## src/hw/cache_pkg.sv

```systemverilog
//------------------------------
// Cache package
// Geometry, field types, FSM states and the stream messages
//------------------------------

package cache_pkg;

  //------------------------------
  // Geometry
  //------------------------------
  localparam int num_sets       = 8;
  localparam int num_ways       = 2;
  localparam int words_per_line = 4;
  localparam int offset_bits    = 4;   // Byte offset within a 16-byte line
  localparam int index_bits     = 3;
  localparam int tag_bits       = 25;  // 32 - index_bits - offset_bits

  //------------------------------
  // Field types
  //------------------------------
  typedef logic [31:0]                   addr_t;      // Byte address
  typedef logic [31:0]                   word_t;
  typedef logic [words_per_line*32-1:0]  line_t;      // Word 0 in the low bits
  typedef logic [tag_bits-1:0]           tag_t;
  typedef logic [index_bits-1:0]         index_t;
  typedef logic [1:0]                    word_sel_t;  // Word within a line
  typedef logic                          way_t;

  // Transaction type, shared by processor and memory messages
  typedef enum logic {
    req_read  = 1'b0,
    req_write = 1'b1
  } req_type_e;

  // Control FSM states
  typedef enum logic [3:0] {
    state_idle           = 4'd0,
    state_tag_check      = 4'd1,
    state_read_access    = 4'd2,
    state_write_access   = 4'd3,
    state_refill_request = 4'd4,
    state_refill_wait    = 4'd5,
    state_refill_update  = 4'd6,
    state_evict_prepare  = 4'd7,
    state_evict_request  = 4'd8,
    state_evict_wait     = 4'd9,
    state_resp_wait      = 4'd10
  } ctrl_state_e;

  //------------------------------
  // Stream messages
  //------------------------------
  typedef struct packed {
    req_type_e req_type;
    addr_t     addr;
    word_t     data;      // Ignored on reads
  } cache_req_t;          // 65 bits

  typedef struct packed {
    req_type_e req_type;
    logic      hit;
    word_t     data;      // Zero on writes
  } cache_resp_t;         // 34 bits

  typedef struct packed {
    req_type_e req_type;
    addr_t     addr;      // Always line aligned
    line_t     data;
  } mem_req_t;            // 161 bits

  typedef struct packed {
    req_type_e req_type;
    line_t     data;
  } mem_resp_t;           // 129 bits

  // One row of the control table, FSM to datapath
  typedef struct packed {
    logic      req_reg_en;
    logic      mem_resp_reg_en;
    logic      tag_ren;
    logic      tag_wen;
    logic      data_ren;
    logic      data_wen;
    logic      write_from_refill;    // Line source is the refill, not the CPU word
    logic      read_reg_en;
    logic      evict_addr_reg_en;
    logic      mem_addr_from_evict;
    req_type_e mem_req_type;
    logic      resp_hit;
  } ctrl_sig_t;

endpackage
```

## src/hw/blocking_cache.sv

```systemverilog
//------------------------------
// Blocking cache top
// Two-way write-back cache between processor and memory streams
//------------------------------
`timescale 1ns/100ps

module blocking_cache (
  input  logic                   clk,
  input  logic                   reset,
  // Processor request
  input  cache_pkg::cache_req_t  proc_req,
  input  logic                   proc_req_val,
  output logic                   proc_req_rdy,
  // Processor response
  output cache_pkg::cache_resp_t proc_resp,
  output logic                   proc_resp_val,
  input  logic                   proc_resp_rdy,
  // Memory request
  output cache_pkg::mem_req_t    mem_req,
  output logic                   mem_req_val,
  input  logic                   mem_req_rdy,
  // Memory response
  input  cache_pkg::mem_resp_t   mem_resp,
  input  logic                   mem_resp_val,
  output logic                   mem_resp_rdy
);
  import cache_pkg::*;

  ctrl_sig_t  ctrl;
  index_t     index;
  logic [1:0] match;
  req_type_e  req_type;
  logic       hit;
  way_t       way;
  logic       victim_dirty;
  logic       set_valid;
  logic       set_dirty;
  logic       clear_dirty;
  logic       lru_update;

  // FSM
  cache_ctrl u_ctrl (
    .clk           (clk),
    .reset         (reset),
    .proc_req_val  (proc_req_val),
    .proc_req_rdy  (proc_req_rdy),
    .proc_resp_val (proc_resp_val),
    .proc_resp_rdy (proc_resp_rdy),
    .mem_req_val   (mem_req_val),
    .mem_req_rdy   (mem_req_rdy),
    .mem_resp_val  (mem_resp_val),
    .mem_resp_rdy  (mem_resp_rdy),
    .req_type      (req_type),
    .hit           (hit),
    .victim_dirty  (victim_dirty),
    .ctrl          (ctrl),
    .set_valid     (set_valid),
    .set_dirty     (set_dirty),
    .clear_dirty   (clear_dirty),
    .lru_update    (lru_update)
  );

  // Valid, dirty and LRU state
  cache_meta u_meta (
    .clk          (clk),
    .reset        (reset),
    .index        (index),
    .match        (match),
    .set_valid    (set_valid),
    .set_dirty    (set_dirty),
    .clear_dirty  (clear_dirty),
    .lru_update   (lru_update),
    .hit          (hit),
    .way          (way),
    .victim_dirty (victim_dirty)
  );

  // Arrays and message registers
  cache_dpath u_dpath (
    .clk       (clk),
    .proc_req  (proc_req),
    .proc_resp (proc_resp),
    .mem_req   (mem_req),
    .mem_resp  (mem_resp),
    .ctrl      (ctrl),
    .way       (way),
    .index     (index),
    .match     (match),
    .req_type  (req_type)
  );

endmodule

```

## src/hw/cache_dpath.sv

```systemverilog
//------------------------------
// Cache datapath
// Request register, tag and data arrays, memory message assembly
//------------------------------
`timescale 1ns/100ps

module cache_dpath (
  input  logic                   clk,
  input  cache_pkg::cache_req_t  proc_req,
  output cache_pkg::cache_resp_t proc_resp,
  output cache_pkg::mem_req_t    mem_req,
  input  cache_pkg::mem_resp_t   mem_resp,
  input  cache_pkg::ctrl_sig_t   ctrl,
  input  cache_pkg::way_t        way,
  output cache_pkg::index_t      index,
  output logic [1:0]             match,
  output cache_pkg::req_type_e   req_type
);
  import cache_pkg::*;

  // Registers, no reset (payload only)
  cache_req_t req_q;
  word_t      read_word_q;
  addr_t      evict_addr_q;
  line_t      mem_line_q;       // Refill line from memory

  // Arrays, guarded by the valid bits in cache_meta
  tag_t  tag_array  [num_ways][num_sets];
  line_t data_array [num_ways][num_sets];

  tag_t      req_tag;
  word_sel_t word_sel;
  tag_t      tag_rd;            // Stored tag of the selected way
  line_t     line_rd;           // Stored line of the selected way
  line_t     merge_line;
  line_t     wr_line;
  word_t     word_rd;

  //------------------------------
  // Request register and address split
  //------------------------------
  always_ff @(posedge clk) begin
    if (ctrl.req_reg_en) begin
      req_q <= proc_req;
    end
  end

  assign req_tag  = req_q.addr[31 -: tag_bits];
  assign index    = req_q.addr[offset_bits +: index_bits];
  assign word_sel = req_q.addr[offset_bits-1:2];   // Byte bits are ignored
  assign req_type = req_q.req_type;

  //------------------------------
  // Array reads
  //------------------------------
  always_comb begin
    for (int w = 0; w < num_ways; w++) begin
      match[w] = ctrl.tag_ren && (tag_array[w][index] == req_tag);
    end
  end

  assign tag_rd  = ctrl.tag_ren  ? tag_array[way][index]  : '0;
  assign line_rd = ctrl.data_ren ? data_array[way][index] : '0;
  assign word_rd = line_rd[word_sel*32 +: 32];

  //------------------------------
  // Array writes
  //------------------------------
  // Whole-word store into the current line
  always_comb begin
    merge_line = line_rd;
    merge_line[word_sel*32 +: 32] = req_q.data;
  end

  assign wr_line = ctrl.write_from_refill ? mem_line_q : merge_line;

  always_ff @(posedge clk) begin
    if (ctrl.tag_wen) begin
      tag_array[way][index] <= req_tag;
    end
    if (ctrl.data_wen) begin
      data_array[way][index] <= wr_line;
    end
  end

  //------------------------------
  // Side registers
  //------------------------------
  always_ff @(posedge clk) begin
    if (ctrl.read_reg_en) begin
      read_word_q <= word_rd;
    end
    if (ctrl.evict_addr_reg_en) begin
      evict_addr_q <= {tag_rd, index, {offset_bits{1'b0}}};   // Victim line address
    end
    if (ctrl.mem_resp_reg_en) begin
      mem_line_q <= mem_resp.data;   // Last load is the accepted beat
    end
  end

  //------------------------------
  // Outgoing messages
  //------------------------------
  always_comb begin
    mem_req.req_type = ctrl.mem_req_type;
    if (ctrl.mem_addr_from_evict) begin
      mem_req.addr = evict_addr_q;
    end else begin
      mem_req.addr = {req_tag, index, {offset_bits{1'b0}}};   // Refill line
    end
    mem_req.data = line_rd;          // Victim line during eviction
  end

  always_comb begin
    proc_resp.req_type = req_q.req_type;
    proc_resp.hit      = ctrl.resp_hit;
    proc_resp.data     = (req_q.req_type == req_read) ? read_word_q : '0;
  end

endmodule

```

## src/hw/cache_ctrl.sv

```systemverilog
//------------------------------
// Cache control FSM
// State sequencing and the per-state control table
//------------------------------
`timescale 1ns/100ps

module cache_ctrl (
  input  logic                  clk,
  input  logic                  reset,
  // Processor side handshakes
  input  logic                  proc_req_val,
  output logic                  proc_req_rdy,
  output logic                  proc_resp_val,
  input  logic                  proc_resp_rdy,
  // Memory side handshakes
  output logic                  mem_req_val,
  input  logic                  mem_req_rdy,
  input  logic                  mem_resp_val,
  output logic                  mem_resp_rdy,
  // Status in
  input  cache_pkg::req_type_e  req_type,
  input  logic                  hit,
  input  logic                  victim_dirty,
  // Control out
  output cache_pkg::ctrl_sig_t  ctrl,
  output logic                  set_valid,
  output logic                  set_dirty,
  output logic                  clear_dirty,
  output logic                  lru_update
);
  import cache_pkg::*;

  ctrl_state_e state_q;
  ctrl_state_e state_next;
  logic        hit_q;      // Outcome of the tag check, for the response
  logic [18:0] row;        // Handshakes, datapath controls, metadata strobes

  //------------------------------
  // State register
  //------------------------------
  always_ff @(posedge clk) begin
    if (reset) begin
      state_q <= state_idle;
      hit_q   <= 1'b0;
    end else begin
      state_q <= state_next;
      if (state_q == state_tag_check) begin
        hit_q <= hit;
      end
    end
  end

  //------------------------------
  // Next state
  //------------------------------
  always_comb begin
    state_next = state_q;
    case (state_q)
      state_idle:
        if (proc_req_val) state_next = state_tag_check;
      state_tag_check:
        if (hit && req_type == req_read) state_next = state_read_access;
        else if (hit) state_next = state_write_access;
        else if (victim_dirty) state_next = state_evict_prepare;   // Write back first
        else state_next = state_refill_request;
      state_read_access:   state_next = state_resp_wait;
      state_write_access:  state_next = state_resp_wait;
      state_evict_prepare: state_next = state_evict_request;
      state_evict_request:
        if (mem_req_rdy) state_next = state_evict_wait;
      state_evict_wait:
        if (mem_resp_val) state_next = state_refill_request;      // Write acked
      state_refill_request:
        if (mem_req_rdy) state_next = state_refill_wait;
      state_refill_wait:
        if (mem_resp_val) state_next = state_refill_update;
      state_refill_update:
        // Line now present, replay the access as a hit
        if (req_type == req_read) state_next = state_read_access;
        else state_next = state_write_access;
      state_resp_wait:
        if (proc_resp_rdy) state_next = state_idle;
      default: state_next = state_idle;
    endcase
  end

  //------------------------------
  // Control table
  //------------------------------
  // Handshakes:  req_rdy resp_val mem_req_val mem_resp_rdy
  // Datapath:    req_reg mresp_reg tag_ren tag_wen data_ren data_wen
  //              from_refill read_reg evict_reg addr_from_evict mem_type
  // Metadata:    set_valid set_dirty clear_dirty lru_update
  always_comb begin
    case (state_q)
      state_idle:           row = {4'b1000, 11'b1_0_0_0_0_0_0_0_0_0_0, 4'b0000};
      state_tag_check:      row = {4'b0000, 11'b0_0_1_0_0_0_0_0_0_0_0, 4'b0000};
      state_read_access:    row = {4'b0000, 11'b0_0_1_0_1_0_0_1_0_0_0, 4'b0001};
      state_write_access:   row = {4'b0000, 11'b0_0_1_0_1_1_0_0_0_0_0, 4'b0101};
      state_refill_request: row = {4'b0010, 11'b0_0_0_0_0_0_0_0_0_0_0, 4'b0000};
      state_refill_wait:    row = {4'b0001, 11'b0_1_0_0_0_0_0_0_0_0_0, 4'b0000};
      state_refill_update:  row = {4'b0000, 11'b0_0_0_1_0_1_1_0_0_0_0, 4'b1010};
      state_evict_prepare:  row = {4'b0000, 11'b0_0_1_0_0_0_0_0_1_0_0, 4'b0000};
      state_evict_request:  row = {4'b0010, 11'b0_0_0_0_1_0_0_0_0_1_1, 4'b0000};
      state_evict_wait:     row = {4'b0001, 11'b0_0_0_0_0_0_0_0_0_0_0, 4'b0000};
      state_resp_wait:      row = {4'b0100, 11'b0_0_0_0_0_0_0_0_0_0_0, 4'b0000};
      default:              row = '0;
    endcase
  end

  // Unpack the row
  assign {proc_req_rdy, proc_resp_val, mem_req_val, mem_resp_rdy} = row[18:15];
  assign ctrl = ctrl_sig_t'({row[14:4], hit_q});   // resp_hit is the last field
  assign {set_valid, set_dirty, clear_dirty, lru_update} = row[3:0];

endmodule

```

## src/hw/cache_meta.sv

```systemverilog
//------------------------------
// Cache metadata
// Valid, dirty and LRU bits with hit detection and way selection
//------------------------------
`timescale 1ns/100ps

module cache_meta (
  input  logic              clk,
  input  logic              reset,
  input  cache_pkg::index_t index,         // Set of the registered request
  input  logic [1:0]        match,         // Tag compare per way
  input  logic              set_valid,
  input  logic              set_dirty,
  input  logic              clear_dirty,
  input  logic              lru_update,
  output logic              hit,
  output cache_pkg::way_t   way,           // Way used by this access
  output logic              victim_dirty   // Dirty bit of that way
);
  import cache_pkg::*;

  logic [num_sets-1:0][num_ways-1:0] valid_q;
  logic [num_sets-1:0][num_ways-1:0] dirty_q;
  logic [num_sets-1:0]               lru_q;      // Way to replace next

  logic [num_ways-1:0] hit_vec;

  //------------------------------
  // Lookup
  //------------------------------
  assign hit_vec = match & valid_q[index];   // A tag only counts when valid
  assign hit     = |hit_vec;

  // Matching way on a hit, otherwise the LRU victim
  always_comb begin
    if (hit) begin
      way = way_t'(hit_vec[1]);
    end else begin
      way = lru_q[index];
    end
  end

  assign victim_dirty = dirty_q[index][way];

  //------------------------------
  // Update, steered to the selected way
  //------------------------------
  always_ff @(posedge clk) begin
    if (reset) begin
      valid_q <= '0;
      dirty_q <= '0;
      lru_q   <= '0;
    end else begin
      if (set_valid) begin
        valid_q[index][way] <= 1'b1;   // Only on refill
      end
      if (set_dirty) begin
        dirty_q[index][way] <= 1'b1;
      end else if (clear_dirty) begin
        dirty_q[index][way] <= 1'b0;   // Fresh line matches memory
      end
      if (lru_update) begin
        lru_q[index] <= ~way;          // Other way becomes the victim
      end
    end
  end

endmodule

```

## config.mk

```make
export PLATFORM = sky130hd
export DESIGN_NAME = blocking_cache
export DESIGN_NICKNAME = d
export VERILOG_FILES = /design/src/hw/cache_pkg.sv /design/src/hw/blocking_cache.sv /design/src/hw/cache_dpath.sv /design/src/hw/cache_ctrl.sv /design/src/hw/cache_meta.sv
export SDC_FILE = /design/constraint.sdc
export NUM_CORES = 2
export LEC_CHECK = 0
export BUFFER_PORTS_ARGS = -buffer_cell sky130_fd_sc_hd__buf_2
export CORE_AREA = 2 2 616 618
export CTS_CLUSTER_DIAMETER = 60
export DETAILED_ROUTE_END_ITERATION = 10
export DIE_AREA = 0 0 618 620
export GPL_TIMING_DRIVEN = 1
export SYNTH_ARGS = -nofsm -noshare
export SYNTH_HDL_FRONTEND = slang
export SYNTH_SLANG_ARGS = --single-unit
```

## constraint.sdc

```tcl
create_clock -name clk -period 10.8 [get_ports clk]
set_input_delay 2.16 -clock clk [delete_from_list [all_inputs] [get_ports clk]]
set_output_delay 2.16 -clock clk [all_outputs]
set_load 0.01 [all_outputs]
```

==> reports/qor.yml <==
wl_per_cell_um: 28.8
nNetsFinal: 7761
fin_crit_sh: 0.921
synth_top_family_by_area: "multiplexers"
switching_share: 0.341
drv_slew: 0
synth-seq-cells: 2758
r2r_slack_ns: 2.61
switching_power_uw: 11600
hold_viol: 0
netlist_top_cells_count: "2699 x edfxtp_1, 699 x nand2_1, 373 x mux2i_1, 361 x a21oi_1, 343 x nor2_1"
synth_top_area_frac: 0.720
n_fill_cell: 35687
drv_cap: 0
ios: 399
fin_area_um2: 131000
p_clk_frac: 0.307
worstSetupStartpointType: "register"
holdPathStages: 2
fin_skew_ns: 0.142
ant_nets: 0
hp-start: "u_meta.valid_q[5]"
grt-ovfl-total: 0
coreArea_um2: 377000
clockBufferDepth: 4
synthCells: 7114
fin_crit_ns: 9.95
clk_pin_slew_ns: 0.06
antenna_found_initial: 22
track_usage: 0.186
dp_hpwl_um: 210000
synth_flop_cell: "edfxtp_1"
post-place-ws_ns: 1.75
routed_wl_um: 370000
synth_xor_area_frac: 0.00327
synth_top_cell_by_area: "edfxtp_1"
rows: 226
cts_sinks: 2758
final-setup-viol-count: 0
synth-edff-count: 2699
ys_seq_area_frac: 0.731
hold_slack_ns: 0.474
vias: 69093
netlist_area_um2: 112000
r2r_start: "u_dpath.index[1]"
timing.final.ws_setup_ns: 0.848
io_buffers: 391
leakagePower_uw: 0.0442
power.share.combinational: 0.290
synth-compound-area-share: 0.0775
grt_pass1_vias: 68126
cts_tree: "done"
syn_avg_cell_area_um2: 15.8
yosysWarnings: 0
drt_iter0_markers: 9373
p_seq_frac: 0.403
synth.area.top_cells: "edfxtp_1 72%, mux4_2 4.3%, mux2i_1 3.3%"
fp.dieW_um: 618
drive_gt1_frac: 0.198
root_buffer: "clkbuf_16"
r2r_cells: 17
first_pass_iters: 8
rsz0062_at_grt: "no"
relSlewSlack: 0.0825
p_int_uw: 22400
crit_path_end_kind: "output pin"
drt-vias-per-instance: 5.39
status: "complete, no violations"
synthAdderAreaFrac: 0.000556
worst_slew_pin_slew_ns: 1.37
syn_to_final_growth_pct: 16.5
max_clock_freq_mhz: 100
htreeDepth: 5
die-area_um2: 383000
cts_buffers: 309
synth-async-reset-ratio: 0
grt_max_degree: 124
worstHoldPathType: "reg2reg"
required_ns: 8.64
synthMuxAreaShare: 0.0966
dieHeight_um: 620
crit_arrival_ns: 7.79
drcViolationCount: 0
cp_max_fo: 53
synth-simple-area-share: 0.0638
dpl_cell_area_um2: 121000
clock_latency_ns: 0.96
gp_congestion: 0.804
grt_pass1_wl_um: 513000
min_delay_worst_endpoint: "u_meta.valid_q[5]"
post_cts_hold_buffer_count: 0
ir_drop_mv: 0.204
worstReg2RegEnd: "u_dpath.data_array[1][263]"
yosysMostFrequentCell: "edfxtp_1"
ys_types: 71
power_density_nw_per_um2: 259
cts_setup_buffers: 0
cts_resized: 0
start_util: 0.298
finalSetupTns_ns: 0
path_class: "reg2out"
-- stage by stage --
stage          std cells  power, µW   util
6_report           12828      34000  0.347
3_5_place_dp       12261      23700  0.321
4_1_cts            12817      34000  0.347
2_1_floorplan       7117      19800      -
3_3_place_gp       12261      23500  0.321
5_1_grt            12821      35100  0.347
-- how the worst max path moves through the flow --
stage	from	end	slack (ns)	cells past startpoint
2_1_floorplan	u_dpath.index[1]	u_dpath.data_array[0][0]	1.12	16
3_3_place_gp	u_dpath.index[1]	mem_req[75]	1.70	15
3_5_place_dp	u_dpath.index[0]	mem_req[75]	1.75	15
4_1_cts	u_dpath.index[0]	mem_req[75]	0.74	15
5_1_grt	u_dpath.index[1]	mem_req[75]	0.45	15
6_report	u_dpath.index[1]	mem_req[75]	0.85	15
-- power groups by stage --
stage	Clock [µW]	Sequential, µW	Combinational (µW)
after global routing	11000	13700	10400
after floorplan	0	13600	6170
after detailed placement	0	13900	9770
final	10400	13700	9860
after CTS	10600	13700	9810
after global placement	0	13900	9600
-- layout make-up --
| class | instances | area, µm² | share of cell area |
|---|---|---|---|
| antenna | 11 | 27.5 | 0.000210 |
| clock buffer | 382 | 8200 | 0.0626 |
| clock inverter | 174 | 1830 | 0.0140 |
| inverter | 178 | 672 | 0.00513 |
| multi-input combinational | 3692 | 27500 | 0.210 |
| sequential | 2758 | 82200 | 0.628 |
| tap | 5016 | 6280 | 0.0479 |
| timing repair buffer | 617 | 4250 | 0.0325 |
-- sequential cells by signal, summed over array words and instances (netlist names), 8 cells and up, named ones only --
register,cells
u_ctrl.row,14
u_dpath.data_array,2048
u_dpath.evict_addr_q,28
u_dpath.mem_line_q,128
u_dpath.read_word_q,32
u_dpath.req_q,59
u_dpath.tag_array,400
u_meta.lru_q,8
u_meta.valid_q,16
-- critical path, stage by stage (launching register included) --
cell	delay, ns
edfxtp_1	1.03
nor2b_1	1.09
buf_4	0.39
a22oi_1	0.09
nand2_1	0.10
xnor2_1	0.13
nand4_1	0.28
o21a_2	0.16
buf_4	0.69
a211o_4	0.91
buf_4	0.61
mux2i_1	0.15
a2111oi_0	0.53
nand4_1	0.38
inv_1	0.14
buf_2	0.14
-- kinds of logic after synthesis --
| group | count (synthesis) |
|---|---|
| buf+inv | 667 |
| xor+xnor | 42 |
| fa+ha+maj | 5 |
| compound gates | 1289 |
| mux | 793 |
| flops | 2758 |
| other cells | 1 |
| simple gates | 1559 |
-- per-layer routing --
metal | part of all wire | up-vias | track usage
li1 | - | 28824 | -
met1 | 0.38 | 35668 | 0.236
met2 | 0.47 | 3804 | 0.307
met3 | 0.090 | 789 | 0.0348
met4 | 0.053 | 8 | 0.0901
met5 | 0.00014 | - | 0
-- placed cells by master (no fill, tap or decap), types with 161 or more instances in the layout --
| cell | count |
|---|---|
| mux2_2 | 206 |
| inv_1 | 173 |
| buf_2 | 391 |
| buf_4 | 178 |
| nor2_1 | 318 |
| clkbuf_16 | 316 |
| a22oi_1 | 161 |
| o22ai_1 | 165 |
| mux2i_1 | 373 |
| nand2_1 | 691 |
| edfxtp_1 | 2699 |
| a21oi_1 | 360 |
| mux4_2 | 213 |
No activity file was read; power rests on OpenSTA's default activity.
